==> config.mk <==
export PLATFORM = sky130hd
export DESIGN_NAME = data_way_bank
export DESIGN_NICKNAME = d
export VERILOG_FILES = /design/src/hdl/lce_pkg.sv /design/src/hdl/data_way_bank.sv
export SDC_FILE = /design/constraint.sdc
export NUM_CORES = 2
export LEC_CHECK = 0
export BUFFER_PORTS_ARGS = -buffer_cell sky130_fd_sc_hd__buf_4
export CAP_MARGIN = 20
export CORE_MARGIN = 5
export CORE_UTILIZATION = 27
export DETAILED_ROUTE_END_ITERATION = 6
export MAX_ROUTING_LAYER = met4
export PLACE_DENSITY = 0.44
export SYNTH_ARGS = -nofsm -noshare
export SYNTH_HDL_FRONTEND = slang
export SYNTH_SLANG_ARGS = --single-unit
export TNS_END_PERCENT = 20
==> constraint.sdc <==
create_clock -name clk_i -period 21.6 [get_ports clk_i]
set_clock_uncertainty 0.2 [all_clocks]
set_input_delay 3.24 -clock clk_i [delete_from_list [all_inputs] [get_ports clk_i]]
set_output_delay 3.24 -clock clk_i [all_outputs]
set_load 0.1 [all_outputs]
==> src/hdl/lce_pkg.sv <==
// Geometry of the instruction cache fill path.
// A block holds one fetch word per way, so ways also sets the words per block.
// All sizes must be powers of two.
`default_nettype none

package lce_pkg;

  // message type carried on the data command channel.
  typedef enum logic [0:0] {
    e_lce_data_cmd_transfer = 1'b0,
    e_lce_data_cmd_cce      = 1'b1
  } lce_data_cmd_type_e;

  // fetch word and cache shape.
  localparam int data_width  = 32;
  localparam int ways        = 4;
  localparam int sets        = 16;
  localparam int paddr_width = 16;

  // one block is one word per way.
  localparam int lce_data_width = ways * data_width;

  // address fields below the set index.
  // paddr = {tag, index, word offset, byte offset}.
  localparam int word_offset_width  = $clog2(ways);
  localparam int byte_offset_width  = $clog2(data_width / 8);
  localparam int block_offset_width = word_offset_width + byte_offset_width;
  localparam int index_width        = $clog2(sets);

  // way id as carried in the message.
  localparam int way_width = $clog2(ways);

  // one buffered message, packed as {type, way, data}.
  localparam int data_cmd_width = $bits(lce_data_cmd_type_e) + way_width + lce_data_width;

endpackage

`default_nettype wire

==> src/hdl/data_way_bank.sv <==
// Block storage for one way. Reads are registered and the output holds the
// last block read until the next read. No reset on the array or the output.
`default_nettype none

module data_way_bank
  ( input  logic                                clk_i
  , input  logic [lce_pkg::index_width-1:0]     index_i
  , input  logic [lce_pkg::lce_data_width-1:0]  wdata_i
  , input  logic                                we_i
  , input  logic                                re_i
  , output logic [lce_pkg::lce_data_width-1:0]  rdata_o
  );

  import lce_pkg::*;

  logic [lce_data_width-1:0] mem_r [sets];

  // whole-block write.
  always_ff @(posedge clk_i) begin
    if (we_i) begin
      mem_r[index_i] <= wdata_i;
    end
  end

  // registered read, old contents on a same-edge write.
  always_ff @(posedge clk_i) begin
    if (re_i) begin
      rdata_o <= mem_r[index_i];
    end
  end

  // the arbiter upstream never grants both in one cycle.
  a_no_read_write_overlap : assert property (@(posedge clk_i)
    !(we_i && re_i));

endmodule

`default_nettype wire

---- Word level (Yosys, flattened, before mapping) ----
Memory sizes are Yosys's and may differ from the RTL's. A register that Yosys moved wholly into a read port is not among the register bits.
Cells that the tools add are included.
storage, ports and cells
  register bits after elaboration ......... 0
  memory bits (writable) .................. 2,048
  output and inout port bits .............. 128
  memories ................................ 1
memory list
  name   words  width  read ports  clocked after memory_dff  write ports  line                 text
  mem_r  16     128    1           1                         1            data_way_bank.sv:16  logic [lce_data_width-1:0] mem_r [sets];
cells by class
  mux-type cells .......................... 2
operator list
  cell               number
  two-way mux 1 bit  2

---- Depth between registers and ports, before layout ----
  word-level depth ........................ 2
  depth in mapped cells ................... 6
  depth with buffers taken out ............ 3

---- Worst setup path before layout ----
Ideal clock, no wire load.
  path type ............................... input to register
  from .................................... input port index_i[1] (netlist name)
  to ...................................... memory mem_r[0][0] (netlist name) (enable)
  stages .................................. 4
  data required time ...................... 20.628 ns
  arrival ................................. 12.456 ns
  path buffers ............................ 3
  path slack .............................. 8.171 ns
  cell sequence ........................... buf_2 -> clkbuf_1 -> buf_2 -> nor3_1
RTL lines
  what             line                 text
  start, declared  data_way_bank.sv:7   , input logic [lce_pkg::index_width-1:0] index_i
  end, declared    data_way_bank.sv:16
No word-level cell before the write port.

==> metrics <==
outcome complete, no violations; Crit path max-delay family buffers and inverters; Synth Warn # 0; Worst path max stage delay 680 ps; Ports 263; Yosys reg bits 2176; DR pass1 iterations 5; Avg Inst Size Synth 24.6 um2; WL/cell 27.8 um; Power Total 9.38 mW; Detail Placement HPWL 107 mm; H-Tree Depth 4; die area 0.309 mm2; Worst Tran Pin Value 1130 ps; DRC Markers 0; Setup-failing EPs final 0; Max Fclk 154 MHz; crit path DAT 6910 ps; relative slew slack 24.6%; initial antenna violation count 43; CTS root buffer clkbuf_16; design area 0.0950 mm2; setup TNS 0 ps; most common library cell in the layout ignoring fill and taps edfxtp_1; RD Place Congestion 0.674; net count after synthesis 3406; Max Cap Viol 0; crit start category primary input; highest ir drop seen on vdd 0.0662 mV; most frequent cells in the layout 2176 x edfxtp_1, 492 x mux4_2, 329 x buf_4; CP max-delay cell buf_4; I/O Buffers 262; share of cells above drive strength 1 31.1%; antenna viol nets, final 0; gr usage total 14.2%; unrepaired setup endpoints after global routing no; clk sinks 2176; Core Footprint 0.297 mm2; placed cell area 0.0873 mm2; nets 3816; CP Data Required Time 22020 ps; Starting Density 27.1%; WL final 218 mm; Top cell by count, worst path buf_4; Post-Synthesis Cell Area 0.0804 mm2; Post-CTS Setup Inserts 0; post-cts sizing count 0; DR vias 36300; gr ovfl total 0; post-route insts no fill 7840; CP max FO 84; Clock Latency Late Sink 880 ps; Crit. End Element flop; CTS tree yes; hold_buf cts 0; worst hold slack 513 ps; WP buf/inv 4; critical-path cell list buf_8, buf_4, buf_4, buf_12, mux4_2, a22oi_1, nand2_1; Seq/Total Area, Yosys 81.3%; DR vias/cell 4.63; Site Rows 200; fin. max-slew vios 0; DIE HEIGHT 556 um; pin count of the biggest net entering global routing 138; crit share post-route 30.0%; P_leak 29.7 nW; cell count after placement 7380; fin crit period 6490 ps; Pwr Density 98.7 mW/mm2; first-pass GRT wire length 307 mm; Gate Count Post-Synth 3271; Area Overhead vs Synth 18.2%; number of global-route vias before repair 38900; CTS clk-pin slew, worst paths 60 ps; synth unique cells 19; Final Hold Violating Endpoints 0; Fill cells 28300; overall die width 556 um; initial DRC count 2859; worst hold path type flop to flop; total CTS buffers 238; clock tree buffer depth 4; critical path class primary input to flop
## layout make-up
cell class,count,area (um2),share of cell area [%]
Clock inverter,169,1620,1.71
Tap cell,3939,4930,5.19
Antenna cell,24,60.1,0.0632
Clock buffer,267,6090,6.40
Multi-Input combinational cell,923,14300,15.0
Timing Repair Buffer,342,2710,2.86
Sequential cell,2176,65300,68.8
## power by group
| part | leakage [nW] | switching, mW | internal [mW] |
|---|---|---|---|
| clock | 3.77 | 1.69 | 2.32 |
| sequential | 19.8 | 0.0326 | 4.76 |
| combinational | 6.15 | 0.403 | 0.175 |
| total | 29.7 | 2.12 | 7.26 |
## flip-flops by register name, indices dropped and copies added (netlist names)
| register | cells |
|---|---|
| mem_r | 2048 |
| rdata_o | 128 |
## stage by stage
step	utilization [%]	setup slack (ps)
floorplan	-	8170
global placement	29.4	14010
detailed placement	29.4	14010
CTS	32.0	14970
global route	32.0	14730
finish	32.0	15110
## Yosys cell counts (all sizes together)
master	instances	area share (%)
nor3	4	0.025
mux4	512	14
edfxtp	2176	81
a22oi	256	2.4
or3b	1	0.011
nand3b	2	0.019
clkbuf	66	0.31
nand2b	2	0.016
nor2	13	0.061
nor2b	2	0.016
and2	1	0.0078
nand2	129	0.60
buf	106	0.84
nand3	1	0.0062
## worst reg2reg max path, delay by kind of cell (launching register included)
family	cells	cell delay, ps
AO/OA/AOI/OAI	1	270
flip-flops	1	350
multiplexers	1	470
AND/OR/NAND/NOR	1	230
## layer usage
metal	global-route usage [%]	vias to the layer above	routed length [um]
met1	19.4	20100	98000
met5	-	-	0
met4	2.75	0	3990
met2	22.6	859	104000
met3	2.53	300	11300
li1	-	15100	-
## kinds of logic after synthesis
kind of cell / share of synthesized area, %
mux: 14.4
flops: 81.3
simple gates: 0.762
buf+inv: 1.15
compound gates: 2.39
## path summary, 6_finish.rpt
kind | cells after the start | slack (ps) | start | end
min | 3 | 510 | mem_r[12][53] | rdata_o[53]
min reg2reg | 3 | 510 | mem_r[12][53] | rdata_o[53]
max | 7 | 15110 | index_i[0] | rdata_o[44]
max reg2reg | 3 | 19780 | mem_r[10][126] | rdata_o[126]
(Power assumes the default switching activity.)
