$ cat src/hdl/lce_pkg.sv
// Geometry of the instruction cache fill path.
// A block holds one fetch word per way, so ways also sets the words per block.
// All sizes must be powers of two.
`default_nettype none

package lce_pkg;

  // message type carried on the data command channel.
  typedef enum logic [0:0] {
    e_lce_data_cmd_transfer = 1'b0,
    e_lce_data_cmd_cce      = 1'b1
  } lce_data_cmd_type_e;

  // fetch word and cache shape.
  localparam int data_width  = 32;
  localparam int ways        = 4;
  localparam int sets        = 16;
  localparam int paddr_width = 16;

  // one block is one word per way.
  localparam int lce_data_width = ways * data_width;

  // address fields below the set index.
  // paddr = {tag, index, word offset, byte offset}.
  localparam int word_offset_width  = $clog2(ways);
  localparam int byte_offset_width  = $clog2(data_width / 8);
  localparam int block_offset_width = word_offset_width + byte_offset_width;
  localparam int index_width        = $clog2(sets);

  // way id as carried in the message.
  localparam int way_width = $clog2(ways);

  // one buffered message, packed as {type, way, data}.
  localparam int data_cmd_width = $bits(lce_data_cmd_type_e) + way_width + lce_data_width;

endpackage

`default_nettype wire

$ cat src/hdl/lce_data_cmd.sv
// Turns buffered data command messages into whole-block writes to the data memory.
// The set index comes from miss_addr_i, which must hold the outstanding miss
// for as long as a message for it is pending.
`default_nettype none

module lce_data_cmd
  ( input  logic                                 clk_i
  , input  logic                                 reset_i

  , input  logic [lce_pkg::paddr_width-1:0]      miss_addr_i

  , input  lce_pkg::lce_data_cmd_type_e          data_cmd_type_i
  , input  logic [lce_pkg::way_width-1:0]        data_cmd_way_i
  , input  logic [lce_pkg::lce_data_width-1:0]   data_cmd_data_i
  , input  logic                                 data_cmd_v_i
  , output logic                                 data_cmd_ready_o

  , output logic                                 mem_pkt_v_o
  , output logic [lce_pkg::index_width-1:0]      mem_pkt_index_o
  , output logic [lce_pkg::way_width-1:0]        mem_pkt_way_o
  , output logic [lce_pkg::lce_data_width-1:0]   mem_pkt_data_o
  , input  logic                                 mem_pkt_yumi_i

  , output logic                                 cce_data_received_o
  , output logic                                 tr_data_received_o
  );

  import lce_pkg::*;

  logic [data_cmd_width-1:0] fifo_data_li;
  logic [data_cmd_width-1:0] fifo_data_lo;
  logic                      fifo_v_lo;
  lce_data_cmd_type_e        cmd_type_lo;

  // network side is ready/valid, the memory side wants valid/yumi.
  assign fifo_data_li = {data_cmd_type_i, data_cmd_way_i, data_cmd_data_i};

  lce_two_fifo i_rv_adapter
    ( .clk_i   (clk_i)
    , .reset_i (reset_i)
    , .data_i  (fifo_data_li)
    , .v_i     (data_cmd_v_i)
    , .ready_o (data_cmd_ready_o)
    , .data_o  (fifo_data_lo)
    , .v_o     (fifo_v_lo)
    , .yumi_i  (mem_pkt_yumi_i)
    );

  // unpack the head entry.
  assign cmd_type_lo    = lce_data_cmd_type_e'(fifo_data_lo[data_cmd_width-1]);
  assign mem_pkt_way_o  = fifo_data_lo[lce_data_width +: way_width];
  assign mem_pkt_data_o = fifo_data_lo[lce_data_width-1:0];

  // set index sits just above the block offset.
  assign mem_pkt_index_o = miss_addr_i[block_offset_width +: index_width];
  assign mem_pkt_v_o     = fifo_v_lo;

  // one pulse per block written, split by where the data came from.
  assign cce_data_received_o = mem_pkt_yumi_i & (cmd_type_lo == e_lce_data_cmd_cce);
  assign tr_data_received_o  = mem_pkt_yumi_i & (cmd_type_lo == e_lce_data_cmd_transfer);

endmodule

`default_nettype wire

$ cat src/hdl/lce_two_fifo.sv
// Two-entry buffer, ready/valid on the input side and valid/yumi on the output side.
// yumi_i may only be raised while v_o is high. Full throughput with one entry held.
`default_nettype none

module lce_two_fifo
  ( input  logic                              clk_i
  , input  logic                              reset_i

  , input  logic [lce_pkg::data_cmd_width-1:0] data_i
  , input  logic                              v_i
  , output logic                              ready_o

  , output logic [lce_pkg::data_cmd_width-1:0] data_o
  , output logic                              v_o
  , input  logic                              yumi_i
  );

  import lce_pkg::*;

  logic [data_cmd_width-1:0] mem_r [2];
  logic wptr_r, rptr_r;
  logic full_r, empty_r;
  logic enq, deq;

  assign enq = v_i & ready_o;
  assign deq = yumi_i;

  assign ready_o = ~full_r;
  assign v_o     = ~empty_r;
  assign data_o  = mem_r[rptr_r];

  // pointers and occupancy.
  always_ff @(posedge clk_i) begin
    if (reset_i) begin
      wptr_r  <= 1'b0;
      rptr_r  <= 1'b0;
      full_r  <= 1'b0;
      empty_r <= 1'b1;
    end else begin
      if (enq) wptr_r <= ~wptr_r;
      if (deq) rptr_r <= ~rptr_r;
      // simultaneous push and pop leaves the occupancy unchanged.
      if (enq && !deq) begin
        empty_r <= 1'b0;
        full_r  <= (~wptr_r == rptr_r);
      end else if (deq && !enq) begin
        full_r  <= 1'b0;
        empty_r <= (~rptr_r == wptr_r);
      end
    end
  end

  // payload slots.
  always_ff @(posedge clk_i) begin
    if (enq) mem_r[wptr_r] <= data_i;
  end

  // the consumer must never pop an empty buffer.
  a_no_yumi_when_empty : assert property (@(posedge clk_i) disable iff (reset_i)
    yumi_i |-> v_o);

endmodule

`default_nettype wire

$ cat config.mk
export PLATFORM = sky130hd
export DESIGN_NAME = lce_data_cmd
export DESIGN_NICKNAME = d
export VERILOG_FILES = /design/src/hdl/lce_pkg.sv /design/src/hdl/lce_data_cmd.sv /design/src/hdl/lce_two_fifo.sv
export SDC_FILE = /design/constraint.sdc
export NUM_CORES = 1
export LEC_CHECK = 0
export ABC_AREA = 1
export BUFFER_PORTS_ARGS = -buffer_cell sky130_fd_sc_hd__buf_2
export CORE_MARGIN = 2
export CORE_UTILIZATION = 50
export CTS_CLUSTER_SIZE = 28
export DETAILED_ROUTE_END_ITERATION = 8
export PLACE_DENSITY_LB_ADDON = 0.05
export SLEW_MARGIN = 20
export SYNTH_ARGS = -nofsm -noshare
export SYNTH_HDL_FRONTEND = slang
export SYNTH_SLANG_ARGS = --single-unit
export TNS_END_PERCENT = 5
$ cat constraint.sdc
create_clock -name clk_i -period 7.2 [get_ports clk_i]
set_input_delay 0.36 -clock clk_i [delete_from_list [all_inputs] [get_ports clk_i]]
set_output_delay 0.36 -clock clk_i [all_outputs]
set_load 0.1 [all_outputs]
-- After elaboration in Yosys (flattened, before gate mapping)
Memories as Yosys holds them, arrays and structs flattened. A register that Yosys moved wholly into a read port is not among the register bits.
Cells that the tools add are included.
- register bits after elaboration: 4
- RAM bits: 262
- input port bits: 151
- output and inout bits: 138
- word-level logic and storage cells: 28
- memories kept: 1
- memory list (name ; depth ; bits a word ; rd ports ; clocked after memory_dff ; wr ports ; line ; source):
    i_rv_adapter.mem_r ; 2 ; 131 ; 1 ; 1 ; 1 ; lce_two_fifo.sv:20 ; logic [data_cmd_width-1:0] mem_r [2];
- equality and inequality tests: 2
- multiplexer cells: 8
- bitwise gates (word level): 8
- reductions and logical operators: 5
- operators with widths (operator ; number):
    two-way mux 1 bit ; 8
    NOT 1 bit ; 5
    AND 1 bit ; 3
    == test 1 bit ; 2
    logical AND 1 bit ; 2
    zero test 1 bit ; 2
    nonzero test 2 bit ; 1

-- Logic depth before layout (Yosys ltp)
- depth in word-level cells: 6
- depth in mapped cells: 5
- mapped depth without buffers: 5

-- Modules after synthesis
A second synthesis with hierarchy kept.
- cell total of the unflattened synthesis: 448
- area total of the unflattened synthesis: 10097.2 um2
- modules (own cells, without submodules) (module ; instances ; cells an instance ; area each (um2)):
    lce_two_fifo ; 1 ; 440 ; 10049.6
    lce_data_cmd ; 1 ; 8 ; 47.5

-- Worst setup path before layout
OpenSTA, ideal clock, no wires.
- path type: register to register
- start: register i_rv_adapter.full_r
- end: memory i_rv_adapter.mem_r[1][0] in the netlist's numbering (enable)
- setup time: 0.625 ns
- data arrival time: 6.721 ns
- data required time: 6.575 ns
- slack: -0.146 ns
- stages on the path, launching flop included: 4
- path buffers: 0
- cells stage by stage: dfxtp_1 inv_1 nand2_1 nor2_1
- cells in the longest elaborated chain, start to end: 4
- RTL lines (element ; line ; source):
    start: declaration ; lce_two_fifo.sv:22 ; logic full_r, empty_r;
    start signal: assignment ; lce_two_fifo.sv:45 ; full_r <= (~wptr_r == rptr_r);
    NOT 1 bit ; lce_two_fifo.sv:28 ; assign ready_o = ~full_r;
    net data_cmd_ready_o ; lce_data_cmd.sv:16 ; , output logic data_cmd_ready_o
    AND 1 bit ; lce_two_fifo.sv:25 ; assign enq = v_i & ready_o;
    two-way mux 1 bit ; lce_two_fifo.sv:55 ; if (enq) mem_r[wptr_r] <= data_i;
    two-way mux 1 bit (implied by the code) ; lce_two_fifo.sv:55 ;
    end: declaration ; lce_two_fifo.sv:20 ;
The timed path passes the listed nets, and every way through them passes these cells.

==> results.yml <==
synthesis:
  yosys.area_share.simple_pct: 0.761
  netlist_area_mm2: 0.0100
  synth_adder_area_share_pct: 0
  synth_cells: 447
  syn_area_per_cell_um2: 22.5
  synth.area.mux_share_pct: 17.6
  synth_fp_nets: 598
  synthTopCellsByArea: "edfxtp_1 78%, mux2_4 12%, mux2_2 5.6%"
  synth.ff_latch_count: 267
  yosys.area.top_type: "edfxtp_1"
  ys_warn_count: 0
  synth_top_cell_area_share_pct: 78.4
  synth_cell_types: 16
  yosysSeqAreaShare_pct: 79.4
  synth_compound_area_share_pct: 0.299
  synth_xor_area_share_pct: 0
  synth_top_family_by_area: "multiplexers"
worst_setup_path:
  critPathKind: "flip-flop to output port"
  endpoint_kind: "output port"
  cp_max_fo: 57
  cp.required_ps: 6840
  critPathArrivalTime_ps: 2840
  start_kind: "flip-flop"
detailed_routing:
  vias: 4993
  drtIter0Drc: 270
  antenna_left: 0
  drt-wirelength-per-cell_um: 17.8
  dr.pass1.iters: 4
  viasPerCell: 4.90
  drc: 0
  wl_mm: 18.1
final_layout:
  instances_no_fill: 1018
  nets: 884
  areaGrowthSynthToFinish_pct: 24.4
  postLayoutCoreUtil_pct: 63.8
  drive_gt1_share_pct: 59.5
  finalInstanceArea_mm2: 0.0125
place:
  place_hpwl_mm: 11.7
  place_area_mm2: 0.0116
  port-buffer-count: 268
  place.gp.congestion: 0.780
  dp_cells: 965
global_route:
  grt_util_met2_pct: 28.2
  grt_pass1_wl_mm: 27.5
  grt_use_total_pct: 16.5
  grt_use_met1_pct: 20.1
  grt_pass1_vias: 5241
  grt_antenna_before_repair: 4
  grt_overflow: 0
  grt_max_degree: 99
  busiest_layer: "met2"
  use_met3_pct: 5.36
cts:
  clockBufferDepth: 3
  post_cts_resized: 0
  cts_setup_buffers: 0
  root_buffer: "clkbuf_16"
  clock_latency_ps: 520
  tritoncts: "built"
  clkSinkCount: 267
  cts_buffers: 27
  h-tree-depth: 1
  path_clk_slew_ps: 60
power_and_ir_drop:
  p_total_uw: 3940
  peakVddDrop_uv: 227
  leakagePower_uw: 0.00487
  power.density_mw_per_mm2: 315
timing:
  grt_setup_unrepaired: "false"
  clock.fmax_mhz: 312
  relSlewSlack_pct: 27.1
  finalCritPeriodShare_pct: 44.5
  setup-tns-final_ps: 0
  fin_crit_ps: 3200
  setup_viol: 0
  hold_violations: 0
  worstMarginPinSlew_ps: 1090
  drv_slew: 0
  fin_skew_ps: 8.54
floorplanning:
  die_x_um: 146
  ioPinCount: 289
  die_height_um: 146
  start_util_pct: 51.2
  rows: 51
  core_region_area_mm2: 0.0196
  die_area_mm2: 0.0212
hold_path:
  hold_class: "input pin to flip-flop"
job:
  maxCapViolations: 0
outcome:
  status: "completed"
-- cell families after synthesis --
group	count (synthesis)
buffers and inverters	26
AOI/OAI and AO/OA	6
and+or+nand+nor	18
muxes	130
DFF	267
-- power breakdown --
group / switching, uW / leakage, uW / total (uW) / internal, uW
combinational: 670 / 0.00198 / 847 / 177
clock: 536 / 0.000393 / 1250 / 718
sequential: 25.1 / 0.00250 / 1840 / 1810
-- per-stage QoR --
stage	worst slack, ps	hold WS, ps
final	4000	28.8
after global routing	3830	0.367
after CTS	3960	3.12
after detailed placement	4510	479
after global placement	4510	452
after floorplan	-142	429
-- placed cells by master (no fill, tap or decap), drive strengths merged, types with 2 or more instances in the layout --
cell type / instances
clkbuf: 30
inv: 8
diode: 3
nor2: 4
dfxtp: 5
buf: 274
edfxtp: 262
o21ai: 2
dlygate4sd3: 2
nand2: 8
mux2: 130
clkinv: 12
a21oi: 4
nand3: 4
clkinvlp: 2
-- repair_timing --
item,4_1_cts,5_1_grt
endpoints found under the hold margin,0,4
endpoints found under the setup margin,0,0
hold buffers,0,2
-- cell type report --
cell class	count	area, um^2
antenna	3	7.51
clock buffer	30	687
clock inverter	16	109
fill	1425	7100
inverter	7	26.3
multi-input combinational	154	1890
sequential	267	7970
tap	265	332
timing repair buffer	276	1470
-- worst paths after layout --
check / startpoint / endpoint / slack [ps] / cells past startpoint
setup / recovery: flip-flop / mem_pkt_data_o[83] / 4000 / 3
hold / removal: data_cmd_data_i[114] / i_rv_adapter.mem_r[0][114] / 30 / 1
setup reg to reg: i_rv_adapter.full_r / i_rv_adapter.mem_r[1][85] / 4920 / 5
hold reg to reg: i_rv_adapter.full_r / i_rv_adapter.full_r / 480 / 2
-- worst max-delay path, stage by stage (launching register included) --
cell	delay [ps]
dfxtp_4	620
buf_4	870
mux2_4	290
buf_2	430
-- routing by layer --
layer  wire (um)  share of wire [%]  vias to the layer above
li1            -                  -                     2327
met4         478                2.6                        0
met1        7250                 40                     2442
met2        8980                 50                      193
met3        1390                7.7                       31
met5           0                  0                        -
-- flip-flops by register name, indices dropped and copies added, names as in the netlist, named ones only --
register / flops
i_rv_adapter.wptr_r: 1
i_rv_adapter.empty_r: 1
i_rv_adapter.mem_r: 262
i_rv_adapter.rptr_r: 1
i_rv_adapter.full_r: 1
-- synthesized netlist by cell type (all sizes together) --
cell type,number
nand3,4
dfxtp,5
nor3,1
inv,7
nand2,8
edfxtp,262
mux2,130
and2,1
buf,19
nor2,4
o21ai,2
a21oi,4
No activity file was read; power rests on OpenSTA's default activity.
