## config.mk

```make
export PLATFORM = sky130hd
export DESIGN_NAME = read_collect
export DESIGN_NICKNAME = d
export VERILOG_FILES = /design/src/hdl/lce_pkg.sv /design/src/hdl/read_collect.sv
export SDC_FILE = /design/constraint.sdc
export NUM_CORES = 1
export LEC_CHECK = 0
export BUFFER_PORTS_ARGS = -buffer_cell sky130_fd_sc_hd__buf_2
export CORE_AREA = 2 2 214 216
export CTS_BUF_LIST = sky130_fd_sc_hd__clkbuf_16
export DETAILED_ROUTE_END_ITERATION = 8
export DIE_AREA = 0 0 216 218
export HOLD_SLACK_MARGIN = 0.02
export PLACE_DENSITY = 0.34
export REMOVE_ABC_BUFFERS = 1
export SLEW_MARGIN = 20
export SYNTH_ARGS = -nofsm -noshare
export SYNTH_HDL_FRONTEND = slang
export SYNTH_SLANG_ARGS = --single-unit
```

## constraint.sdc

```tcl
create_clock -name clk_i -period 2.9 [get_ports clk_i]
set_input_delay 0.58 -clock clk_i [delete_from_list [all_inputs] [get_ports clk_i]]
set_output_delay 0.58 -clock clk_i [all_outputs]
set_load 0.01 [all_outputs]
```

## src/hdl/lce_pkg.sv

```systemverilog
// Geometry of the instruction cache fill path.
// A block holds one fetch word per way, so ways also sets the words per block.
// All sizes must be powers of two.
`default_nettype none

package lce_pkg;

  // message type carried on the data command channel.
  typedef enum logic [0:0] {
    e_lce_data_cmd_transfer = 1'b0,
    e_lce_data_cmd_cce      = 1'b1
  } lce_data_cmd_type_e;

  // fetch word and cache shape.
  localparam int data_width  = 32;
  localparam int ways        = 4;
  localparam int sets        = 16;
  localparam int paddr_width = 16;

  // one block is one word per way.
  localparam int lce_data_width = ways * data_width;

  // address fields below the set index.
  // paddr = {tag, index, word offset, byte offset}.
  localparam int word_offset_width  = $clog2(ways);
  localparam int byte_offset_width  = $clog2(data_width / 8);
  localparam int block_offset_width = word_offset_width + byte_offset_width;
  localparam int index_width        = $clog2(sets);

  // way id as carried in the message.
  localparam int way_width = $clog2(ways);

  // one buffered message, packed as {type, way, data}.
  localparam int data_cmd_width = $bits(lce_data_cmd_type_e) + way_width + lce_data_width;

endpackage

`default_nettype wire

```

## src/hdl/read_collect.sv

```systemverilog
// Picks one fetch word out of the blocks returned by all banks.
// Output is valid for one cycle, the cycle after the read was presented.
`default_nettype none

module read_collect
  ( input  logic                                        clk_i
  , input  logic                                        reset_i

  , input  logic                                        rd_v_i
  , input  logic [lce_pkg::way_width-1:0]               rd_way_i
  , input  logic [lce_pkg::word_offset_width-1:0]       rd_word_i

  , input  logic [lce_pkg::ways*lce_pkg::lce_data_width-1:0] bank_rdata_i

  , output logic [lce_pkg::data_width-1:0]              rd_data_o
  , output logic                                        rd_data_v_o
  );

  import lce_pkg::*;

  logic                         rd_v_r;
  logic [way_width-1:0]         way_r;
  logic [word_offset_width-1:0] word_r;
  logic [lce_data_width-1:0]    block_sel;

  // valid is control state.
  always_ff @(posedge clk_i) begin
    if (reset_i) begin
      rd_v_r <= 1'b0;
    end else begin
      rd_v_r <= rd_v_i;
    end
  end

  // selects line up with the banks' registered read.
  always_ff @(posedge clk_i) begin
    if (rd_v_i) begin
      way_r  <= rd_way_i;
      word_r <= rd_word_i;
    end
  end

  // bank first, then word within the block.
  assign block_sel   = bank_rdata_i[way_r * lce_data_width +: lce_data_width];
  assign rd_data_o   = block_sel[word_r * data_width +: data_width];
  assign rd_data_v_o = rd_v_r;

endmodule

`default_nettype wire

```

**After elaboration in Yosys (flattened, before gate mapping)**

Index checks and enable logic that the tools add are counted.

- Flip-flop bits (word level): 5
- Output and inout bits: 33

- Shifts and indexed selects: 2

Operator list:

| kind | count |
|---|---|
| $shiftx 512x10->128 | 1 |
| $shiftx 128x8->32 | 1 |

**Depth between registers and ports, before layout**

Gate-level depths: netlist (run 1).

- Word-level depth: 2
- Depth in mapped cells: 5
- Mapped depth without buffers: 3

**Worst setup path after synthesis (run 1)**

No wires, ideal clock.

- Path kind: reg-to-output
- From: register way_r[0]
- To: output port rd_data_o[0] (netlist name)
- Data arrival time: 1.559 ns
- Slack: 0.761 ns
- Stages on the path, launching flop included: 6
- Path buffers: 2
- Cells stage by stage: edfxtp_1 > buf_2 > buf_2 > mux4_2 > a22oi_1 > nand2_1

- Word-level cells in the longest chain between the ends: 2

Ends and longest elaborated chain:

| what | RTL line | text |
|---|---|---|
| start: declaration | read_collect.sv:22 | `logic [way_width-1:0] way_r;` |
| start signal: assignment | read_collect.sv:38 | `way_r <= rd_way_i;` |
| $shiftx 512x10->128 | read_collect.sv:44 | `assign block_sel = bank_rdata_i[way_r * lce_data_width +: lce_data_width];` |
| $shiftx 128x8->32 | read_collect.sv:45 | `assign rd_data_o = block_sel[word_r * data_width +: data_width];` |
| end: declaration | read_collect.sv:15 | `, output logic [lce_pkg::data_width-1:0] rd_data_o` |

No other way between the ends.

**Worst setup path after layout (run 1)**

- From: register way_r[0]
- To: output port rd_data_o[9] (netlist name)

The elaborated chain is that of the path after synthesis.

==> results.py, run 1 <==
metrics = {
    "sta": {
        "final-setup-viol-count": 0,
        "rsz0062_at_grt": "false",
        "worst_slew_margin_rel_pct": 66.1,
        "postLayoutSetupSlackWorst_ps": 168,
        "max_freq_mhz": 366,
        "min_period_over_period_pct": 94.2,
        "timing.final.crit_period_ps": 2730,
        "final_hold_viol_count": 0,
        "slew_viol_final": 0,
        "worst-slew-pin-transition_ps": 508,
        "final.hold.worst_slack_ps": 508,
    },
    "global_route": {
        "globalRouteMet3Util_pct": 1.80,
        "grt_use_met2_pct": 18.4,
        "grt.busiest_layer": "met2",
        "grt_pass1_vias": 5867,
        "grt_start_max_net_pins": 63,
        "antenna_violations_before_repair": 3,
        "grt_usage_pct": 9.65,
        "grt_first_pass_wirelength_um": 35000,
        "globalRoute.totalOverflow": 0,
        "grt.met1_usage_pct": 11.3,
    },
    "detailed_routing": {
        "wl_per_cell_um": 17.8,
        "dr_total_vias": 5442,
        "vias_per_cell": 3.84,
        "routed_wl_um": 25200,
        "antenna_violating_nets_post_route": 0,
        "router_iterations_before_antenna_repair": 4,
        "drcViolationCount": 0,
        "number_of_violations_reported_at_the_end_of_detailed_routing_iteration_0": 296,
    },
    "place": {
        "place_ws_ps": 344,
        "detailed_place_hpwl_um": 21800,
        "place.gp.congestion": 0.813,
        "numPortBuffers": 551,
    },
    "critical_path": {
        "cp.required_ps": 2320,
        "timing.critical_path.arrival_ps": 2150,
        "timing.setup.critical_path_class": "flip-flop to primary output",
        "cp-endpoint": "rd_data_o[9]",
        "worst_setup_path_end_kind": "primary output",
        "timing.critical_path.from": "way_r[0]$_DFFE_PP_",
        "path_max_fanout": 22,
        "startpoint_type": "flip-flop",
    },
    "layout": {
        "most_common_cell_after_layout_fill_and_taps_aside": "sky130_fd_sc_hd__buf_2",
        "fin_nets": 1334,
        "drive_gt1_share_pct": 87.3,
        "area.growth.synth_to_final_pct": 96.2,
        "most-common-layout-cells": "sky130_fd_sc_hd__buf_2 (551), sky130_fd_sc_hd__mux4_2 (128), sky130_fd_sc_hd__a22oi_1 (64), sky130_fd_sc_hd__nand2_1 (32), sky130_fd_sc_hd__buf_4 (16)",
    },
    "floorplan": {
        "die_height_um": 218,
        "num_rows": 78,
        "fp.coreArea_mm2": 0.0449,
        "design.die.area_mm2": 0.0471,
        "start_util_pct": 8.59,
        "fp.dieW_um": 216,
        "ios": 552,
    },
    "power": {
        "largest_voltage_drop_on_the_vdd_net_mv": 0.122,
        "power_leakage_nw": 3.52,
        "p_per_area_mw_per_mm2": 217,
    },
    "clock_network": {
        "cts_hold_repair.buffers": 0,
        "tritoncts": "built",
        "cts.clk_slew.worst_paths_ps": 30,
        "cts_buffers": 3,
        "clockBufferDepth": 2,
        "cts_max_level": 1,
        "tritoncts_num_sinks": 5,
        "clock-root-buffer": "sky130_fd_sc_hd__clkbuf_16",
    },
    "logic_synthesis": {
        "synth.yosys.seq_area_share_pct": 3.63,
        "syn-cell-area_mm2": 0.00386,
        "syn_avg_cell_area_um2": 13.9,
        "yosys_warnings": 0,
        "synth_cell_types": 12,
        "post_synth_inst_count": 277,
        "synth-seq-cells": 5,
    },
    "status": {
        "status": "finished clean",
    },
    "min_path": {
        "holdCritPathClass": "input port to flip-flop",
    },
    "flow_run": {
        "max_cap_violations": 0,
    },
}
-- routing by layer --
| metal | up-vias | part of all wire, % |
|---|---|---|
| li1 | 2385 | - |
| met1 | 2678 | 38 |
| met2 | 349 | 53 |
| met3 | 30 | 7.8 |
| met4 | 0 | 1.4 |
| met5 | - | 0 |
-- repair_timing --
| action | in CTS | in global routing |
|---|---|---|
| setup buffers | 0 | 1 |
| endpoints found under the setup margin | 0 | 2 |
| hold endpoints to repair | 0 | 0 |
| resized for setup | 0 | 1 |
-- report_power, final --
part           switching, mW  total, mW  internal (mW)
clock network         0.0476      0.226          0.179
registers            0.00822     0.0924         0.0842
logic                  0.546       1.32          0.776
-- area by class of cell --
cell class / count / area, um^2
clock buffers: 3 / 75.1
multi-input cells: 229 / 3540
clock inverters: 1 / 3.75
repair buffers: 576 / 3050
fillers: 5069 / 37300
diodes: 2 / 5.00
well taps: 600 / 751
flip-flops and latches: 5 / 140
-- worst min path at each step --
stage / start / to / slack (ps) / depth (start not counted)
CTS: reset_i / rd_data_v_o$_SDFF_PP0_ / 500 / 2
finish: reset_i / rd_data_v_o$_SDFF_PP0_ / 510 / 2
global route: reset_i / rd_data_v_o$_SDFF_PP0_ / 510 / 2
global placement: reset_i / rd_data_v_o$_SDFF_PP0_ / 740 / 2
detailed placement: reset_i / rd_data_v_o$_SDFF_PP0_ / 740 / 2
floorplan: reset_i / rd_data_v_o$_SDFF_PP0_ / 650 / 1
-- cells in the mapped netlist --
library cell / n / share of area [%]
sky130_fd_sc_hd__and2_1: 1 / 0.16
sky130_fd_sc_hd__nor2_1: 1 / 0.097
sky130_fd_sc_hd__nand2_1: 32 / 3.1
sky130_fd_sc_hd__buf_1: 10 / 0.97
sky130_fd_sc_hd__buf_4: 9 / 1.8
sky130_fd_sc_hd__edfxtp_1: 4 / 3.1
sky130_fd_sc_hd__dfxtp_1: 1 / 0.52
sky130_fd_sc_hd__buf_2: 7 / 0.91
sky130_fd_sc_hd__clkbuf_1: 17 / 1.7
sky130_fd_sc_hd__mux4_2: 128 / 75
sky130_fd_sc_hd__nor2b_1: 3 / 0.49
sky130_fd_sc_hd__a22oi_1: 64 / 12
-- critical path, stage by stage, from the launching register on --
cell and delay [ps]:
sky130_fd_sc_hd__edfxtp_1 450, sky130_fd_sc_hd__buf_12 250, sky130_fd_sc_hd__buf_12 230, sky130_fd_sc_hd__mux4_2 530
sky130_fd_sc_hd__a22oi_1 210, sky130_fd_sc_hd__nand2_1 70, sky130_fd_sc_hd__buf_2 140
-- cells by family after synthesis --
kind of cell           Yosys count  synth area share, %
AND/OR/NAND/NOR                 37                 3.86
flip-flops                       5                 3.63
AO/OA/AOI/OAI                   64                 12.5
multiplexers                   128                 74.8
buffers and inverters           43                 5.29
-- flip-flops by register name, indices dropped and copies added, names as in the netlist --
| name | flops |
|---|---|
| rd_data_v_o | 1 |
| way_r | 2 |
| word_r | 2 |
-- metrics by stage --
| step | utilization [%] | cell area (um^2) | std cells | setup TNS (ps) | total power [mW] |
|---|---|---|---|---|---|
| global route | 16.8 | 7560 | 1414 | 0 | 1.76 |
| finish | 16.9 | 7560 | 1416 | 0 | 1.64 |
| CTS | 16.8 | 7520 | 1412 | 0 | 1.65 |
| floorplan | - | 3650 | 234 | -117000 | 0.853 |
| detailed placement | 16.6 | 7440 | 1408 | 0 | 1.41 |
| global placement | 16.6 | 7440 | 1408 | 0 | 1.42 |
No activity file was read; power rests on OpenSTA's default activity.
==> run 2: changes to the inputs <==
CELL_PAD_IN_SITES_DETAIL_PLACEMENT = 0   (was default)
CELL_PAD_IN_SITES_GLOBAL_PLACEMENT = 2   (was default)
CORE_AREA = 2 2 212 214   (was 2 2 214 216)
DIE_AREA = 0 0 214 216   (was 0 0 216 218)
PLACE_DENSITY = 0.56   (was 0.34)
==> results.py, run 2 (synthesis results as in run 1) <==
metrics = {
    "sta": {
        "worst_slew_margin_rel_pct": 61.5,
        "min_period_over_period_pct": 95.9,
        "max_freq_mhz": 360,
        "final_hold_viol_count": 0,
        "worst-slew-pin-transition_ps": 577,
        "timing.final.crit_period_ps": 2780,
        "rsz0062_at_grt": "false",
        "postLayoutSetupSlackWorst_ps": 119,
        "final-setup-viol-count": 0,
        "slew_viol_final": 0,
    },
    "detailed_routing": {
        "number_of_violations_reported_at_the_end_of_detailed_routing_iteration_0": 291,
        "antenna_violating_nets_post_route": 0,
        "dr_total_vias": 5576,
        "router_iterations_before_antenna_repair": 4,
        "vias_per_cell": 3.92,
        "wl_per_cell_um": 20.3,
        "routed_wl_um": 28900,
        "drcViolationCount": 0,
    },
    "clock_network": {
        "tritoncts_num_sinks": 5,
        "clockBufferDepth": 2,
        "cts_buffers": 3,
        "cts_max_level": 1,
        "cts.clk_slew.worst_paths_ps": 30,
        "tritoncts": "built",
        "clock-root-buffer": "sky130_fd_sc_hd__clkbuf_16",
    },
    "min_path": {
        "worst_hold_path.num_cells": 2,
        "holdCritPathClass": "input port to flip-flop",
        "hold_path_startpoint": "reset_i",
        "min_delay_worst_endpoint": "rd_data_v_o$_SDFF_PP0_",
    },
    "layout": {
        "fin_nets": 1350,
        "drive_gt1_share_pct": 87.7,
        "nFillCells": 4954,
        "most_common_cell_after_layout_fill_and_taps_aside": "sky130_fd_sc_hd__buf_2",
        "most-common-layout-cells": "sky130_fd_sc_hd__buf_2 (551), sky130_fd_sc_hd__mux4_2 (128), sky130_fd_sc_hd__a22oi_1 (63), sky130_fd_sc_hd__buf_4 (33), sky130_fd_sc_hd__nand2_1 (32)",
        "area.growth.synth_to_final_pct": 98.9,
    },
    "critical_path": {
        "timing.setup.critical_path_class": "flip-flop to primary output",
        "cp.required_ps": 2320,
        "critPathSlowestCell": "sky130_fd_sc_hd__mux4_2",
        "worst_setup_path_end_kind": "primary output",
        "startpoint_type": "flip-flop",
        "timing.critical_path.arrival_ps": 2200,
        "worst_path_dominant_cell_family": "buffers and inverters",
        "max_stage_delay_ps": 560,
        "path_cells": "buf_12 > mux4_2 > a22oi_2 > buf_4 > nand2_1 > buf_2",
        "worst-path-buf-inv": 3,
        "path_max_fanout": 31,
    },
    "power": {
        "power_leakage_nw": 3.59,
        "sum_of_internal_switching_and_leakage_power_mw": 1.69,
        "largest_voltage_drop_on_the_vdd_net_mv": 0.193,
        "p_per_area_mw_per_mm2": 220,
    },
    "global_route": {
        "grt_start_max_net_pins": 40,
        "grt_pass1_vias": 6362,
        "grt_usage_pct": 11.8,
        "globalRoute.totalOverflow": 0,
        "grt_first_pass_wirelength_um": 41000,
        "antenna_violations_before_repair": 6,
    },
    "flow_run": {
        "max_cap_violations": 0,
    },
    "floorplan": {
        "start_util_pct": 8.80,
        "design.die.area_mm2": 0.0462,
        "die_height_um": 216,
        "fp.coreArea_mm2": 0.0438,
        "fp.dieW_um": 214,
        "ios": 552,
        "num_rows": 77,
    },
    "status": {
        "status": "finished clean",
    },
    "place": {
        "place.gp.congestion": 0.953,
        "numPortBuffers": 551,
        "place_ws_ps": 185,
        "detailed_place_hpwl_um": 25300,
    },
}
-- run 2: timing repair --
item	CTS	global route
buffers inserted	0	1
resized for setup	1	0
endpoints found under the setup margin	1	15
hold buffers	0	0
-- run 2: area by class of cell --
type | count | area [um^2] | area share, %
Antenna cell | 1 | 2.50 | 0.0326
Clock buffer | 3 | 75.1 | 0.979
Clock inverter | 1 | 3.75 | 0.0489
Multi-Input combinational cell | 229 | 3540 | 46.2
Sequential cell | 5 | 140 | 1.83
Tap cell | 592 | 741 | 9.66
Timing Repair Buffer | 592 | 3170 | 41.3
-- run 2: layer usage --
| metal | vias up | wire length [um] | share of wire (%) | global-route usage [%] |
|---|---|---|---|---|
| met5 | - | 52 | 0.18 | 0 |
| met2 | 388 | 14700 | 51 | 21.8 |
| met1 | 2735 | 11100 | 38 | 13.9 |
| met3 | 32 | 2520 | 8.7 | 2.92 |
| li1 | 2413 | - | - | - |
| met4 | 8 | 481 | 1.7 | 1.93 |
-- run 2: how the worst max path moves through the flow --
| stage | slack [ps] | start | cells after the start | endpoint |
|---|---|---|---|---|
| 6_report | 120 | way_r[0]$_DFFE_PP_ | 6 | rd_data_o[6] |
| 5_1_grt | 10 | way_r[0]$_DFFE_PP_ | 6 | rd_data_o[27] |
| 4_1_cts | 20 | way_r[0]$_DFFE_PP_ | 6 | rd_data_o[6] |
| 3_5_place_dp | 190 | way_r[0]$_DFFE_PP_ | 6 | rd_data_o[6] |
| 3_3_place_gp | 190 | way_r[0]$_DFFE_PP_ | 6 | rd_data_o[6] |
| 2_1_floorplan | -3660 | way_r[0]$_DFFE_PP_ | 3 | rd_data_o[0] |
-- run 2: power breakdown --
group	internal [mW]	total (mW)	switching [mW]
logic	0.798	1.37	0.574
registers	0.0842	0.0939	0.00969
clock network	0.178	0.223	0.0442
-- run 2: through the flow --
| stage | cells | TNS, ps | util (%) | hold WS [ps] | instance area, um^2 |
|---|---|---|---|---|---|
| after floorplan | 234 | -117000 | - | 652 | 3650 |
| after global placement | 1417 | 0 | 17.3 | 736 | 7570 |
| after detailed placement | 1417 | 0 | 17.3 | 745 | 7570 |
| after CTS | 1421 | 0 | 17.5 | 506 | 7660 |
| after global routing | 1423 | 0 | 17.5 | 514 | 7670 |
| final | 1423 | 0 | 17.5 | 510 | 7670 |
